File: src/include/cpu_defs.svh
/*
 * Global widths, reset address and opcode byte values for the core.
 * Included by every RTL file that needs a width, the reset address or an
 * opcode constant. The testbench includes it as well.
 */

`ifndef CPU_DEFS_SVH
`define CPU_DEFS_SVH

`define DATA_W      8                   // Data bus and register width
`define ADDR_W      16                  // Address bus width
`define RESET_PC    16'h0200            // First fetch after reset

// Immediate ALU group
`define OPC_LDA_IMM 8'hA9
`define OPC_ORA_IMM 8'h09
`define OPC_AND_IMM 8'h29
`define OPC_EOR_IMM 8'h49
`define OPC_ADC_IMM 8'h69
`define OPC_SBC_IMM 8'hE9

`define OPC_LDX_IMM 8'hA2               // X register group
`define OPC_INX     8'hE8
`define OPC_DEX     8'hCA

`define OPC_LDA_ZP  8'hA5               // Zero page
`define OPC_STA_ZP  8'h85
`define OPC_STX_ZP  8'h86

`define OPC_CLC     8'h18               // Flags and flow
`define OPC_SEC     8'h38
`define OPC_JMP_ABS 8'h4C

`endif

File: src/rtl/cpu_pkg.sv
/*
 * Shared types of the core: sequencer states, ALU operations, register
 * selector and the decode word latched at fetch. Modules pull these in
 * with a wildcard import in their header.
 */

`default_nettype none

package cpu_pkg;

    // Sequencer states, also used as the addressing mode of an opcode
    typedef enum logic [2:0] {
        RESET_S,                        // One cycle after reset
        FETCH,                          // Opcode read
        IMM,                            // Immediate operand read
        ZP,                             // Zero page address read
        ABS_LO,                         // Absolute address low byte
        ABS_HI,                         // Absolute address high byte
        DATA_RD,                        // Zero page data read
        DATA_WR                         // Zero page data write
    } cpu_state_e;

    typedef enum logic [2:0] {
        PASS,                           // Load operand
        OR,
        AND,
        XOR,
        ADC,                            // A + M + C
        SBC,                            // A + ~M + C
        INC,                            // X + 1
        DEC                             // X - 1
    } alu_op_e;

    typedef enum logic {
        REG_A,
        REG_X
    } reg_sel_e;

    // Control word produced once per instruction at fetch
    typedef struct packed {
        cpu_state_e mode;               // State after fetch
        alu_op_e    op;
        reg_sel_e   dst;                // Target of load, source of store
        logic       ld;                 // Write ALU result to dst
        logic       st;                 // Memory write instruction
        logic       jmp;                // Absolute address goes to PC
        logic       carry_set;          // Value for CLC/SEC
        logic       carry_wr;           // Carry gets updated
    } decode_t;

endpackage

`default_nettype wire

File: src/rtl/mem_cmd_if.sv
/*
 * Single-access command channel from the sequencer to the bus port.
 * start pulses once per access; addr, we and wdata hold until done.
 * done pulses once with rdata valid in the same cycle.
 */

`timescale 1ns/10ps
`default_nettype none

`include "cpu_defs.svh"

interface mem_cmd_if;
    logic               start;          // One-cycle request pulse
    logic [`ADDR_W-1:0] addr;
    logic               we;             // 1 = write
    logic [`DATA_W-1:0] wdata;
    logic               done;           // Access finished
    logic [`DATA_W-1:0] rdata;          // Valid with done

    modport seq  (output start, addr, we, wdata, input done, rdata);
    modport port (input start, addr, we, wdata, output done, rdata);
endinterface

`default_nettype wire

File: src/rtl/instr_decode.sv
/*
 * Opcode decoder. Purely combinational; the sequencer samples the result
 * in the cycle the opcode byte arrives and keeps it for the whole
 * instruction. Anything not listed decodes as a one-byte no-op.
 */

`timescale 1ns/10ps
`default_nettype none

`include "cpu_defs.svh"

module instr_decode import cpu_pkg::*; (
    input  wire logic [`DATA_W-1:0] opcode,
    output decode_t                 dec
);

    always_comb begin
        dec           = '0;             // No load, no store, no jump
        dec.mode      = FETCH;          // Unknown opcode runs as a no-op
        dec.op        = PASS;
        dec.dst       = REG_A;
        casez (opcode)
            `OPC_LDA_IMM: begin
                dec.mode = IMM;
                dec.ld   = 1'b1;
            end
            `OPC_ORA_IMM: begin
                dec.mode = IMM;
                dec.op   = OR;
                dec.ld   = 1'b1;
            end
            `OPC_AND_IMM: begin
                dec.mode = IMM;
                dec.op   = AND;
                dec.ld   = 1'b1;
            end
            `OPC_EOR_IMM: begin
                dec.mode = IMM;
                dec.op   = XOR;
                dec.ld   = 1'b1;
            end
            `OPC_ADC_IMM: begin
                dec.mode     = IMM;
                dec.op       = ADC;
                dec.ld       = 1'b1;
                dec.carry_wr = 1'b1;    // Carry out of the adder
            end
            `OPC_SBC_IMM: begin
                dec.mode     = IMM;
                dec.op       = SBC;
                dec.ld       = 1'b1;
                dec.carry_wr = 1'b1;
            end
            `OPC_LDX_IMM: begin
                dec.mode = IMM;
                dec.dst  = REG_X;
                dec.ld   = 1'b1;
            end
            `OPC_INX: begin             // Single byte, no operand
                dec.op   = INC;
                dec.dst  = REG_X;
                dec.ld   = 1'b1;
            end
            `OPC_DEX: begin
                dec.op   = DEC;
                dec.dst  = REG_X;
                dec.ld   = 1'b1;
            end
            `OPC_LDA_ZP: begin
                dec.mode = ZP;
                dec.ld   = 1'b1;
            end
            `OPC_STA_ZP: begin
                dec.mode = ZP;
                dec.st   = 1'b1;
            end
            `OPC_STX_ZP: begin
                dec.mode = ZP;
                dec.dst  = REG_X;       // Store source
                dec.st   = 1'b1;
            end
            `OPC_CLC:     dec.carry_wr = 1'b1;
            `OPC_SEC: begin
                dec.carry_set = 1'b1;
                dec.carry_wr  = 1'b1;
            end
            `OPC_JMP_ABS: begin
                dec.mode = ABS_LO;
                dec.jmp  = 1'b1;
            end
            default: ;                  // Keep the no-op defaults
        endcase
    end

endmodule

`default_nettype wire

File: src/rtl/seq_ctl.sv
/*
 * Instruction sequencer. Fetches the opcode, latches its decode word and
 * walks the addressing-mode states, issuing one memory access per state
 * over the command channel. Pulses exec one cycle after the last access
 * of an instruction so the datapath can commit.
 */

`timescale 1ns/10ps
`default_nettype none

`include "cpu_defs.svh"

module seq_ctl import cpu_pkg::*; (
    input  wire logic               clk,
    input  wire logic               rst,
    mem_cmd_if.seq                  cmd,
    input  wire logic [`DATA_W-1:0] store_data,    // A or X for stores
    output decode_t                 dec_q,
    output logic [`DATA_W-1:0]      operand,
    output logic                    exec
);

    cpu_state_e         state;
    logic [`ADDR_W-1:0] pc;
    logic               issued;         // Access of this state sent
    logic               last;           // Current access ends the instruction
    decode_t            dec;

    instr_decode instr_decode_i (
        .opcode (cmd.rdata),
        .dec    (dec)
    );

    // One request per state, held off until done clears issued
    assign cmd.start = (state != RESET_S) && !issued;
    assign cmd.we    = (state == DATA_WR);
    assign cmd.wdata = store_data;      // Stable for the whole instruction

    always_comb begin
        case (state)
            DATA_RD,
            DATA_WR: cmd.addr = {{(`ADDR_W-`DATA_W){1'b0}}, operand};  // Page zero
            default: cmd.addr = pc;     // Instruction stream
        endcase
    end

    always_comb begin
        case (state)
            FETCH:   last = (dec.mode == FETCH);   // Implied opcodes
            IMM,
            ABS_HI,
            DATA_RD,
            DATA_WR: last = 1'b1;
            default: last = 1'b0;
        endcase
    end

    always_ff @(posedge clk) begin
        if (rst) begin
            state  <= RESET_S;
            pc     <= `RESET_PC;
            issued <= 1'b0;
            exec   <= 1'b0;
        end else begin
            exec <= cmd.done && last;
            if (cmd.start)
                issued <= 1'b1;
            if (state == RESET_S) begin
                state <= FETCH;
            end else if (cmd.done) begin
                issued <= 1'b0;
                case (state)
                    FETCH: begin
                        pc    <= pc + 1'b1;
                        state <= dec.mode;
                    end
                    IMM: begin
                        pc    <= pc + 1'b1;
                        state <= FETCH;
                    end
                    ZP: begin
                        pc    <= pc + 1'b1;
                        state <= dec_q.st ? DATA_WR : DATA_RD;
                    end
                    ABS_LO: begin
                        pc    <= pc + 1'b1;
                        state <= ABS_HI;
                    end
                    ABS_HI: begin
                        if (dec_q.jmp)
                            pc <= {cmd.rdata, operand};  // Jump target
                        else
                            pc <= pc + 1'b1;
                        state <= FETCH;
                    end
                    default: state <= FETCH;   // Data access done
                endcase
            end
        end
    end

    // Decode word and operand byte
    always_ff @(posedge clk) begin
        if (cmd.done) begin
            case (state)
                FETCH:   dec_q <= dec;
                IMM,
                ZP,
                ABS_LO,
                DATA_RD: operand <= cmd.rdata;   // Value or address low
                default: ;
            endcase
        end
    end

endmodule

`default_nettype wire

File: src/rtl/mem_port.sv
/*
 * Bus port. Turns each command from the sequencer into one four-phase
 * req/ack cycle on the external bus. Address and write data are
 * registered at request time, read data is captured on ack. A start that
 * arrives before ack has dropped waits as pending.
 */

`timescale 1ns/10ps
`default_nettype none

`include "cpu_defs.svh"

module mem_port (
    input  wire logic               clk,
    input  wire logic               rst,
    mem_cmd_if.port                 cmd,
    input  wire logic               mem_ack,
    input  wire logic [`DATA_W-1:0] mem_rdata,
    output logic                    mem_req,
    output logic                    mem_we,
    output logic [`ADDR_W-1:0]      mem_addr,
    output logic [`DATA_W-1:0]      mem_wdata
);

    typedef enum logic [1:0] {
        IDLE,                           // Bus free
        REQ,                            // req high, waiting for ack
        WAIT_LOW                        // req dropped, waiting for ack low
    } phase_e;

    phase_e             phase;
    logic               pending;        // Start seen during WAIT_LOW
    logic               launch;
    logic               done_q;
    logic [`DATA_W-1:0] rdata_q;

    assign launch    = (phase == IDLE) && (cmd.start || pending);
    assign cmd.done  = done_q;
    assign cmd.rdata = rdata_q;

    always_ff @(posedge clk) begin
        if (rst) begin
            phase   <= IDLE;
            pending <= 1'b0;
            mem_req <= 1'b0;
            done_q  <= 1'b0;
        end else begin
            done_q <= 1'b0;
            case (phase)
                IDLE: if (launch) begin
                    mem_req <= 1'b1;
                    pending <= 1'b0;
                    phase   <= REQ;
                end
                REQ: if (mem_ack) begin
                    mem_req <= 1'b0;    // Data latched this edge
                    done_q  <= 1'b1;
                    phase   <= WAIT_LOW;
                end
                WAIT_LOW: begin
                    if (cmd.start)
                        pending <= 1'b1;
                    if (!mem_ack)
                        phase <= IDLE;
                end
                default: phase <= IDLE;
            endcase
        end
    end

    always_ff @(posedge clk) begin
        if (launch) begin
            mem_addr  <= cmd.addr;
            mem_we    <= cmd.we;
            mem_wdata <= cmd.wdata;
        end
        if (phase == REQ && mem_ack)
            rdata_q <= mem_rdata;
    end

endmodule

`default_nettype wire

File: src/rtl/datapath.sv
/*
 * Register file and ALU. Holds A, X and the carry flag and commits the
 * result of an instruction on exec. Also selects which register a store
 * instruction puts on the bus.
 */

`timescale 1ns/10ps
`default_nettype none

`include "cpu_defs.svh"

module datapath import cpu_pkg::*; (
    input  wire logic               clk,
    input  wire logic               rst,
    input  wire logic               exec,
    input  wire decode_t            dec_q,
    input  wire logic [`DATA_W-1:0] operand,
    output logic [`DATA_W-1:0]      store_data
);

    logic [`DATA_W-1:0] a;
    logic [`DATA_W-1:0] x;
    logic               c;
    logic [`DATA_W-1:0] res;
    logic               c_out;

    always_comb begin
        res   = operand;
        c_out = c;
        case (dec_q.op)
            PASS: res = operand;
            OR:   res = a | operand;
            AND:  res = a & operand;
            XOR:  res = a ^ operand;
            ADC:  {c_out, res} = {1'b0, a} + {1'b0, operand}
                                 + {{`DATA_W{1'b0}}, c};
            SBC:  {c_out, res} = {1'b0, a} + {1'b0, ~operand}    // Borrow is ~C
                                 + {{`DATA_W{1'b0}}, c};
            INC:  res = x + 1'b1;       // Wraps FF to 00
            DEC:  res = x - 1'b1;
            default: ;
        endcase
    end

    always_ff @(posedge clk) begin
        if (rst) begin
            a <= '0;
            x <= '0;
            c <= 1'b0;
        end else if (exec) begin
            if (dec_q.ld) begin
                if (dec_q.dst == REG_X)
                    x <= res;
                else
                    a <= res;
            end
            if (dec_q.carry_wr)
                c <= (dec_q.op == ADC || dec_q.op == SBC) ? c_out : dec_q.carry_set;
        end
    end

    assign store_data = (dec_q.dst == REG_X) ? x : a;   // STX or STA

endmodule

`default_nettype wire

File: src/rtl/cpu_top.sv
/*
 * Core top level. Connects the sequencer, the bus port and the datapath
 * and exposes the four-phase req/ack memory bus as plain ports.
 */

`timescale 1ns/10ps
`default_nettype none

`include "cpu_defs.svh"

module cpu_top import cpu_pkg::*; (
    input  wire logic               clk,
    input  wire logic               rst,
    input  wire logic               mem_ack,
    input  wire logic [`DATA_W-1:0] mem_rdata,
    output logic                    mem_req,
    output logic                    mem_we,
    output logic [`ADDR_W-1:0]      mem_addr,
    output logic [`DATA_W-1:0]      mem_wdata
);

    decode_t            dec_q;          // Latched decode word
    logic [`DATA_W-1:0] operand;
    logic [`DATA_W-1:0] store_data;
    logic               exec;

    mem_cmd_if cmd_if ();               // Sequencer to bus port

    seq_ctl seq_ctl_i (
        .clk        (clk),
        .rst        (rst),
        .cmd        (cmd_if.seq),
        .store_data (store_data),
        .dec_q      (dec_q),
        .operand    (operand),
        .exec       (exec)
    );

    mem_port mem_port_i (
        .clk        (clk),
        .rst        (rst),
        .cmd        (cmd_if.port),
        .mem_ack    (mem_ack),
        .mem_rdata  (mem_rdata),
        .mem_req    (mem_req),
        .mem_we     (mem_we),
        .mem_addr   (mem_addr),
        .mem_wdata  (mem_wdata)
    );

    datapath datapath_i (
        .clk        (clk),
        .rst        (rst),
        .exec       (exec),
        .dec_q      (dec_q),
        .operand    (operand),
        .store_data (store_data)
    );

endmodule

`default_nettype wire

File: config.mk
export PLATFORM = sky130hd
export DESIGN_NAME = cpu_top
export DESIGN_NICKNAME = d
export VERILOG_FILES = /design/src/rtl/cpu_pkg.sv /design/src/rtl/mem_cmd_if.sv /design/src/rtl/instr_decode.sv /design/src/rtl/seq_ctl.sv /design/src/rtl/mem_port.sv /design/src/rtl/datapath.sv /design/src/rtl/cpu_top.sv
export VERILOG_INCLUDE_DIRS = /design/src /design/src/include
export SDC_FILE = /design/constraint.sdc
export NUM_CORES = 1
export LEC_CHECK = 0
export ABC_AREA = 1
export BUFFER_PORTS_ARGS = -buffer_cell sky130_fd_sc_hd__buf_2
export CORE_MARGIN = 3
export CORE_UTILIZATION = 60
export CTS_BUF_LIST = sky130_fd_sc_hd__clkbuf_8
export CTS_CLUSTER_SIZE = 24
export DETAILED_ROUTE_END_ITERATION = 8
export PLACE_DENSITY = 0.79
export SYNTH_ARGS = -nofsm -noshare
export SYNTH_HDL_FRONTEND = slang
export SYNTH_HIERARCHICAL = 1
export SYNTH_SLANG_ARGS = --single-unit
File: constraint.sdc
create_clock -name clk -period 2.45 [get_ports clk]
set_clock_uncertainty 0.15 [all_clocks]
set_input_delay 0.1225 -clock clk [delete_from_list [all_inputs] [get_ports clk]]
set_output_delay 0.1225 -clock clk [all_outputs]
set_load 0.01 [all_outputs]
==> results of run 1 <==
-- power breakdown --
| part | leakage (uW) | internal, uW | switching, uW |
|---|---|---|---|
| Combinational | 0.00196 | 64.9 | 121 |
| Clock | 0.0000914 | 414 | 595 |
| Sequential | 0.000829 | 1690 | 26.5 |
| Total | 0.00288 | 2170 | 742 |
-- what timing repair did --
action | CTS | global route
hold buffers | 9 | 0
setup buffers | 0 | 2
pin swaps | 2 | 6
endpoints found under the setup margin | 1 | 11
hold endpoints to repair | 12 | 0
resized for setup | 1 | 10
-- metal layers --
metal | track usage, % | part of all wire [%] | wire length (um) | up-vias
met5 | 0 | 0 | 0 | -
met4 | 9.99 | 2.2 | 348 | 0
met3 | 6.56 | 9.9 | 1550 | 32
met2 | 41.8 | 43 | 6770 | 269
met1 | 40.6 | 45 | 6990 | 2566
li1 | - | - | - | 2724
-- final cells by class --
cell class | count | area (um^2)
multi-input cells | 573 | 3100
clock buffers | 10 | 138
inverters | 106 | 400
fillers | 823 | 2800
clock inverters | 6 | 52.6
flip-flops and latches | 93 | 2360
well taps | 129 | 161
repair buffers | 69 | 450
-- cells in the final DEF (no fill, tap or decap), types with 5 or more instances in the layout --
master,instances
sky130_fd_sc_hd__o21ai_0,49
sky130_fd_sc_hd__dlygate4sd3_1,9
sky130_fd_sc_hd__nand2_1,183
sky130_fd_sc_hd__nor2_2,9
sky130_fd_sc_hd__o21ai_1,15
sky130_fd_sc_hd__inv_1,86
sky130_fd_sc_hd__nand3_1,59
sky130_fd_sc_hd__a21oi_1,49
sky130_fd_sc_hd__dfxtp_1,41
sky130_fd_sc_hd__a21oi_2,5
sky130_fd_sc_hd__nand2_2,18
sky130_fd_sc_hd__nor2_1,84
sky130_fd_sc_hd__edfxtp_1,50
sky130_fd_sc_hd__clkbuf_8,10
sky130_fd_sc_hd__buf_2,36
sky130_fd_sc_hd__ha_1,27
sky130_fd_sc_hd__nand4_1,11
sky130_fd_sc_hd__inv_2,19
sky130_fd_sc_hd__buf_4,24
-- worst max-delay path, delay by kind of cell (launching register included) --
kind	cells	cell delay, ns
AOI/OAI and AO/OA	1	0.16
adders and majority gates	2	0.77
buffers and inverters	3	0.16
DFF	1	0.35
and+or+nand+nor	7	0.66
-- metrics by stage --
step                      setup TNS [ns]  cell area [um^2]  setup WS [ns]  utilization (%)  hold WS (ns)
after CTS                              0              6620         0.0245             70.0        0.0649
after global placement                 0              6340         0.0696             67.0         0.151
after floorplan                        0              6000          0.180                -        0.0349
final                                  0              6660          0.127             70.4        0.0763
after detailed placement        -0.00256              6340       -0.00256             67.0         0.151
after global routing             -0.0728              6660        -0.0386             70.4        0.0710
-- worst paths after layout --
path         slack [ns]            endpoint                from
max reg2reg        0.13     datapath_i/a[6]     datapath_i/a[0]
min reg2reg        0.35  mem_port_i/mem_req  mem_port_i/mem_req
min                0.08     seq_ctl_i/pc[8]                 rst
max                0.13     datapath_i/a[6]     datapath_i/a[0]
-- state kept, by name, summed over array words and instances, names as in the netlist, named ones only --
name,cells
datapath_i/a,8
datapath_i/c,1
datapath_i/x,8
mem_port_i/cmd.done,1
mem_port_i/cmd.rdata,8
mem_port_i/mem_addr,16
mem_port_i/mem_req,1
mem_port_i/mem_wdata,8
mem_port_i/mem_we,1
mem_port_i/pending,1
mem_port_i/phase,2
seq_ctl_i/dec_q,9
seq_ctl_i/exec,1
seq_ctl_i/operand,8
seq_ctl_i/pc,16
seq_ctl_i/state,3
==> report_table.html, run 1 <==
<table>
<tr><th>Metric</th><th>Value</th></tr>
<tr><th colspan="2">Run status</th></tr>
<tr><td>Run status</td><td>finished clean</td></tr>
<tr><th colspan="2">Worst setup path</th></tr>
<tr><td>Biggest cell delay along the critical path</td><td>0.41 ns</td></tr>
<tr><td>Worst-case reg-to-reg path depth</td><td>13</td></tr>
<tr><td>Data required time of the worst path</td><td>2.57 ns</td></tr>
<tr><td>CP max-delay cell</td><td>sky130_fd_sc_hd__fa_2</td></tr>
<tr><td>Category of the critical setup timing path</td><td>reg -&gt; reg</td></tr>
<tr><td>Critical path, cell by cell</td><td>inv_1 &gt; fa_2 &gt; fa_2 &gt; inv_2 &gt; nand4_1 &gt; o211ai_1 &gt; nand2_1 &gt; nand2_1 &gt; nor2_1 &gt; nor2_1 &gt; nand4_1 &gt; nand2_1 &gt; inv_1</td></tr>
<tr><td>CP startpoint kind</td><td>flop</td></tr>
<tr><td>CP Capture Type</td><td>flop</td></tr>
<tr><td>Worst-path fanout max</td><td>3</td></tr>
<tr><td>Most numerous cell on the critical path</td><td>sky130_fd_sc_hd__nand2_1</td></tr>
<tr><td>Arrival time at the worst endpoint</td><td>2.44 ns</td></tr>
<tr><th colspan="2">Hold path</th></tr>
<tr><td>Worst hold path stage count</td><td>2</td></tr>
<tr><td>Worst min path class</td><td>in -&gt; reg</td></tr>
<tr><th colspan="2">Logic synthesis</th></tr>
<tr><td>Mapped cell area</td><td>0.00600 mm^2</td></tr>
<tr><td>Number of warning messages in the yosys log</td><td>6</td></tr>
<tr><td>Post-synthesis area per instance</td><td>7.52 um^2</td></tr>
<tr><td>Post-synth net total</td><td>840</td></tr>
<tr><td>Post-synthesis cell count</td><td>798</td></tr>
<tr><th colspan="2">Final layout</th></tr>
<tr><td>Filler-free cell count of the finished design</td><td>986</td></tr>
<tr><td>Total Nets Final</td><td>894</td></tr>
<tr><td>Number of inserted diodes</td><td>0</td></tr>
<tr><td>Share of post-route cells with drive strength above 1</td><td>between 15 and 20%</td></tr>
<tr><td>Area added between synthesis and finish</td><td>11.0%</td></tr>
<tr><th colspan="2">STA</th></tr>
<tr><td>Maximum clock rate</td><td>0.431 GHz</td></tr>
<tr><td>Setup repair after global routing missed its margin</td><td>true</td></tr>
<tr><td>Final worst-path cycle share</td><td>94.8%</td></tr>
<tr><td>Number of hold violations in the final report</td><td>0</td></tr>
<tr><td>Shortest clock period the worst path allows after layout</td><td>about 2.3 ns</td></tr>
<tr><td>Max-slew violation count</td><td>0</td></tr>
<tr><td>Least-Margin Pin Slew</td><td>about 0.68 ns</td></tr>
<tr><td>Final Setup Violations</td><td>0</td></tr>
<tr><td>Relative max-transition margin</td><td>54.5%</td></tr>
<tr><th colspan="2">Clocking</th></tr>
<tr><td>Maximum level of the CTS H-tree</td><td>3</td></tr>
<tr><td>Number of clock sinks seen by CTS</td><td>93</td></tr>
<tr><td>Clk buf depth</td><td>2</td></tr>
<tr><td>Inserted Clock Buffers</td><td>9</td></tr>
<tr><td>Master cell of the clock root buffer</td><td>sky130_fd_sc_hd__clkbuf_8</td></tr>
<tr><td>CTS tree</td><td>yes</td></tr>
<tr><td>Clock latency reported for the late side of the worst-skew pair</td><td>0.36 ns</td></tr>
<tr><td>Clock slew seen by the registers of the worst setup and hold paths</td><td>0.10 ns</td></tr>
<tr><th colspan="2">Global route</th></tr>
<tr><td>Number of global-route vias before repair</td><td>5,075</td></tr>
<tr><td>Largest net degree at the start of global routing</td><td>26</td></tr>
<tr><td>Global-route wire length before repair</td><td>about 25 mm</td></tr>
<tr><td>Leftover overflow at the end of global routing</td><td>0</td></tr>
<tr><td>Global-route usage over all layers</td><td>~28%</td></tr>
<tr><td>Initial antenna violation count</td><td>0</td></tr>
<tr><th colspan="2">Drt</th></tr>
<tr><td>Total via count in the routed design</td><td>5,591</td></tr>
<tr><td>Post-DR vias/cell</td><td>5.67</td></tr>
<tr><td>Initial DRC Count</td><td>486</td></tr>
<tr><td>Routed wire length per instance</td><td>15.9 um</td></tr>
<tr><td>Final antenna-violating net count</td><td>0</td></tr>
<tr><td>Total wirelength of the detailed-routed design</td><td>between 15 and 20 mm</td></tr>
<tr><td>Residual DRC</td><td>0</td></tr>
<tr><td>First-pass DRT Iterations</td><td>5</td></tr>
<tr><th colspan="2">Placed design</th></tr>
<tr><td>HPWL after DPL</td><td>11.8 mm</td></tr>
<tr><td>RePlAce Congestion</td><td>just under 1</td></tr>
<tr><td># port buffers</td><td>36</td></tr>
<tr><td>Number of cells in the design after placement</td><td>959</td></tr>
<tr><th colspan="2">Die</th></tr>
<tr><td>Boundary pin count</td><td>37</td></tr>
<tr><td>Die extent in y</td><td>106 um</td></tr>
<tr><td>Die Outline Area</td><td>0.0112 mm^2</td></tr>
<tr><td>Die extent in x</td><td>106 um</td></tr>
<tr><td>Number of placement rows</td><td>35</td></tr>
<tr><td>Starting utilization of the core area</td><td>between 60 and 70%</td></tr>
<tr><td>Placeable Area</td><td>0.00946 mm^2</td></tr>
<tr><th colspan="2">Job</th></tr>
<tr><td>Max-capacitance violation count</td><td>0</td></tr>
<tr><th colspan="2">Pwr</th></tr>
<tr><td>Leakage power of the design</td><td>0.00288 uW</td></tr>
<tr><td>Maximum ir drop on the vdd rail</td><td>334 uV</td></tr>
<tr><td>Power Total</td><td>2910 uW</td></tr>
<tr><td>Power per unit of standard cell area</td><td>437 mW/mm^2</td></tr>
</table>
(Power assumes the default switching activity.)
==> inputs of run 2 (changes only) <==
--- a/config.mk
+++ b/config.mk
@@ -6,9 +6,7 @@
 export SDC_FILE = /design/constraint.sdc
 export NUM_CORES = 1
 export LEC_CHECK = 0
-export ABC_AREA = 1
 export BUFFER_PORTS_ARGS = -buffer_cell sky130_fd_sc_hd__buf_2
-export CORE_MARGIN = 3
 export CORE_UTILIZATION = 60
 export CTS_BUF_LIST = sky130_fd_sc_hd__clkbuf_8
 export CTS_CLUSTER_SIZE = 24
==> report_table.html, run 2 <==
<table>
<tr><th>Metric</th><th>Value</th></tr>
<tr><th colspan="2">Run status</th></tr>
<tr><td>Run status</td><td>finished, violations left</td></tr>
<tr><td>Violations in the final reports</td><td>setup timing</td></tr>
<tr><th colspan="2">Logic synthesis</th></tr>
<tr><td>Post-synthesis cell count</td><td>633 (-21%)</td></tr>
<tr><td>Post-synth net total</td><td>675 (-20%)</td></tr>
<tr><td>Mapped cell area</td><td>0.00590 mm^2 (-1.8%)</td></tr>
<tr><td>Post-synthesis area per instance</td><td>9.31 um^2 (+24%)</td></tr>
<tr><td>Number of warning messages in the yosys log</td><td>6 (unchanged)</td></tr>
<tr><th colspan="2">Pwr</th></tr>
<tr><td>Power per unit of standard cell area</td><td>457 mW/mm^2 (+4.7%)</td></tr>
<tr><td>Share of total power in the clock network</td><td>35.7% (+1.0 points)</td></tr>
<tr><td>Internal power contribution</td><td>2310 uW (+6.7%)</td></tr>
<tr><td>Power Total</td><td>3120 uW (+7.1%)</td></tr>
<tr><td>Net switching power of the design</td><td>804 uW (+8.4%)</td></tr>
<tr><td>Maximum ir drop on the vdd rail</td><td>332 uV (-0.51%)</td></tr>
<tr><td>Switching portion of total power</td><td>25.8% (+0.30 points)</td></tr>
<tr><td>Relative contribution of sequential cells to total power</td><td>56.1% (-2.8 points)</td></tr>
<tr><td>Leakage power of the design</td><td>0.00260 uW (-9.9%)</td></tr>
<tr><td>Combinational power share</td><td>8.2% (+1.8 points)</td></tr>
<tr><th colspan="2">Die</th></tr>
<tr><td>Number of placement rows</td><td>35 (unchanged)</td></tr>
<tr><td>Die extent in x</td><td>101 um (-4.6%)</td></tr>
<tr><td>Placeable Area</td><td>0.00937 mm^2 (-0.93%)</td></tr>
<tr><td>Die Outline Area</td><td>0.0102 mm^2 (-9.0%)</td></tr>
<tr><td>Boundary pin count</td><td>37 (unchanged)</td></tr>
<tr><td>Starting utilization of the core area</td><td>62.9% (-0.57 points)</td></tr>
<tr><td>Die extent in y</td><td>101 um (-4.6%)</td></tr>
<tr><th colspan="2">Drt</th></tr>
<tr><td>Routed wire length per instance</td><td>18.5 um (+16%)</td></tr>
<tr><td>Total wirelength of the detailed-routed design</td><td>15.5 mm (-0.86%)</td></tr>
<tr><td>Total via count in the routed design</td><td>5,162 (-7.7%)</td></tr>
<tr><td>Residual DRC</td><td>0 (unchanged)</td></tr>
<tr><td>Final antenna-violating net count</td><td>0 (unchanged)</td></tr>
<tr><td>Post-DR vias/cell</td><td>6.15 (+8.4%)</td></tr>
<tr><td>Initial DRC Count</td><td>389 (-20%)</td></tr>
<tr><td>First-pass DRT Iterations</td><td>5 (unchanged)</td></tr>
<tr><th colspan="2">Worst setup path</th></tr>
<tr><td>CP max-delay cell</td><td>sky130_fd_sc_hd__edfxtp_1</td></tr>
<tr><td>Worst-path fanout max</td><td>3 (unchanged)</td></tr>
<tr><td>Biggest cell delay along the critical path</td><td>0.42 ns (about the same)</td></tr>
<tr><td>CP startpoint kind</td><td>flop</td></tr>
<tr><td>Worst-case reg-to-reg path depth</td><td>10 (-3)</td></tr>
<tr><td>Arrival time at the worst endpoint</td><td>2.71 ns (+0.27 ns)</td></tr>
<tr><td>CP Capture Type</td><td>flop</td></tr>
<tr><td>Data required time of the worst path</td><td>2.56 ns (about the same)</td></tr>
<tr><td>Critical path, cell by cell</td><td>inv_2 &gt; fa_2 &gt; fa_2 &gt; nor2b_2 &gt; o21ai_2 &gt; a211oi_2 &gt; a211o_1 &gt; xor2_1 &gt; a211oi_2 &gt; o41ai_1</td></tr>
<tr><td>Category of the critical setup timing path</td><td>reg -&gt; reg</td></tr>
<tr><th colspan="2">Hold path</th></tr>
<tr><td>Worst min path class</td><td>in -&gt; reg</td></tr>
<tr><td>Worst hold path stage count</td><td>2 (unchanged)</td></tr>
<tr><th colspan="2">Placed design</th></tr>
<tr><td>RePlAce Congestion</td><td>1.02 (+3.7%)</td></tr>
<tr><td># port buffers</td><td>36 (unchanged)</td></tr>
<tr><td>HPWL after DPL</td><td>11.1 mm (-5.7%)</td></tr>
<tr><th colspan="2">Clocking</th></tr>
<tr><td>Clock latency reported for the late side of the worst-skew pair</td><td>0.37 ns (about the same)</td></tr>
<tr><td>Inserted Clock Buffers</td><td>9 (unchanged)</td></tr>
<tr><td>Master cell of the clock root buffer</td><td>sky130_fd_sc_hd__clkbuf_8</td></tr>
<tr><td>CTS tree</td><td>yes</td></tr>
<tr><td>Maximum level of the CTS H-tree</td><td>3 (unchanged)</td></tr>
<tr><td>Number of clock sinks seen by CTS</td><td>93 (unchanged)</td></tr>
<tr><td>Clock slew seen by the registers of the worst setup and hold paths</td><td>0.11 ns (about the same)</td></tr>
<tr><td>Clk buf depth</td><td>2 (unchanged)</td></tr>
<tr><th colspan="2">Global route</th></tr>
<tr><td>Leftover overflow at the end of global routing</td><td>0 (unchanged)</td></tr>
<tr><td>Initial antenna violation count</td><td>0 (unchanged)</td></tr>
<tr><td>Global-route usage over all layers</td><td>31.6% (+3.4 points)</td></tr>
<tr><td>Number of global-route vias before repair</td><td>4,784 (-5.7%)</td></tr>
<tr><td>Largest net degree at the start of global routing</td><td>36 (+38%)</td></tr>
<tr><td>Global-route wire length before repair</td><td>24.6 mm (-2.2%)</td></tr>
<tr><th colspan="2">STA</th></tr>
<tr><td>Maximum clock rate</td><td>0.385 GHz (-10%)</td></tr>
<tr><td>Relative max-transition margin</td><td>52.3% (-2.1 points)</td></tr>
<tr><td>Setup total negative slack</td><td>-0.469 ns (-0.469 ns)</td></tr>
<tr><td>Final Setup Violations</td><td>8 (+8)</td></tr>
<tr><td>Number of hold violations in the final report</td><td>0 (unchanged)</td></tr>
<tr><td>Max-slew violation count</td><td>0 (unchanged)</td></tr>
<tr><td>Final worst-path cycle share</td><td>106% (+11 points)</td></tr>
<tr><td>Least-Margin Pin Slew</td><td>0.715 ns (+0.0347 ns)</td></tr>
<tr><td>Hold Slack</td><td>0.152 ns (+0.0756 ns)</td></tr>
<tr><td>Shortest clock period the worst path allows after layout</td><td>2.59 ns (+0.272 ns)</td></tr>
<tr><td>Setup repair after global routing missed its margin</td><td>true</td></tr>
<tr><td>Fin worst setup slack</td><td>-0.145 ns (-0.272 ns)</td></tr>
<tr><th colspan="2">Final layout</th></tr>
<tr><td>Share of post-route cells with drive strength above 1</td><td>23.2% (+5.5 points)</td></tr>
<tr><td>Most common cell after layout, fill and taps aside</td><td>sky130_fd_sc_hd__buf_4</td></tr>
<tr><td>Number of inserted filler cells in the final layout</td><td>701 (-15%)</td></tr>
<tr><td>Area added between synthesis and finish</td><td>15.6%</td></tr>
<tr><td>Total Nets Final</td><td>748 (-16%)</td></tr>
<tr><td>Largest registers ranked by flip-flop count</td><td>mem_port_i/mem_addr (16), seq_ctl_i/pc (16), seq_ctl_i/dec_q (9)</td></tr>
<tr><td>Number of inserted diodes</td><td>0 (unchanged)</td></tr>
<tr><td>Commonest non-fill, non-tap cells in the layout</td><td>62 x sky130_fd_sc_hd__buf_4, 51 x sky130_fd_sc_hd__nand2_1, 50 x sky130_fd_sc_hd__edfxtp_1</td></tr>
<tr><th colspan="2">Job</th></tr>
<tr><td>Max-capacitance violation count</td><td>0 (unchanged)</td></tr>
</table>
[run 2: changes by cell type in the layout (fill, tap and decap cells not counted), moves of 25 or more]
cell                      before  now
sky130_fd_sc_hd__nand3_1      59   15
sky130_fd_sc_hd__inv_1        86   32
sky130_fd_sc_hd__o21ai_0      49   24
sky130_fd_sc_hd__buf_4        24   62
sky130_fd_sc_hd__nand2_1     183   51
sky130_fd_sc_hd__nor2_1       84   49
[run 2: final timing paths]
kind / startpoint / end / slack (ns)
hold reg to reg: datapath_i/a[5] / datapath_i/a[5] / 0.36
setup / recovery: seq_ctl_i/operand[0] / datapath_i/x[6] / -0.14
setup reg to reg: seq_ctl_i/operand[0] / datapath_i/x[6] / -0.14
hold / removal: rst / datapath_i/a[3] / 0.15
[run 2: layer usage]
metal | wire, um | up-vias | part of all wire, % | GRT usage [%]
met4 | 306 | 0 | 2.0 | 10.5
met5 | 0 | - | 0 | 0
met1 | 6650 | 2440 | 43 | 43.1
met3 | 1400 | 27 | 9.0 | 6.73
li1 | - | 2459 | - | -
met2 | 7160 | 236 | 46 | 50.2
[run 2: repair_timing]
action,CTS,global route
buffers inserted,2,0
gates resized for setup,14,10
hold buffers,9,0
endpoints found under the setup margin,10,15
pin swaps,8,3
endpoints found under the hold margin,11,0
[run 2: power groups by stage]
| stage | logic, uW | clock network [uW] | registers (uW) |
|---|---|---|---|
| after floorplan | 133 | 0 | 1790 |
| after global placement | 230 | 0 | 1780 |
| after detailed placement | 236 | 0 | 1780 |
| after CTS | 251 | 1120 | 1750 |
| after global routing | 279 | 1170 | 1760 |
| final | 256 | 1110 | 1750 |
[run 2: critical path, delay by kind of cell (launching register included)]
family                   cells  cell delay (ns)
AO/OA/AOI/OAI                5             0.82
adder cells (fa/ha/maj)      2             0.72
flip-flops                   1             0.42
XOR/XNOR                     1             0.19
AND/OR/NAND/NOR              1             0.13
buffers and inverters        1             0.07
[run 2: final cells by class]
| cell class | instances | area [um^2] | share of cell area, % |
|---|---|---|---|
| Tap cell | 129 | 161 | 2.37 |
| Sequential cell | 93 | 2360 | 34.7 |
| Timing Repair Buffer | 107 | 736 | 10.8 |
| Inverter | 35 | 131 | 1.93 |
| Multi-Input combinational cell | 460 | 3220 | 47.2 |
| Clock buffer | 9 | 124 | 1.82 |
| Clock inverter | 7 | 85.1 | 1.25 |
[run 2: metrics by stage]
stage / cell area (um^2) / cells / setup slack (ns) / utilization [%]
floorplan: 5900 / 633 / -0.0414 / -
detailed placement: 6430 / 813 / -0.164 / 68.7
global route: 6820 / 840 / -0.275 / 72.7
global placement: 6430 / 813 / -0.121 / 68.7
CTS: 6800 / 840 / -0.160 / 72.5
finish: 6820 / 840 / -0.145 / 72.7
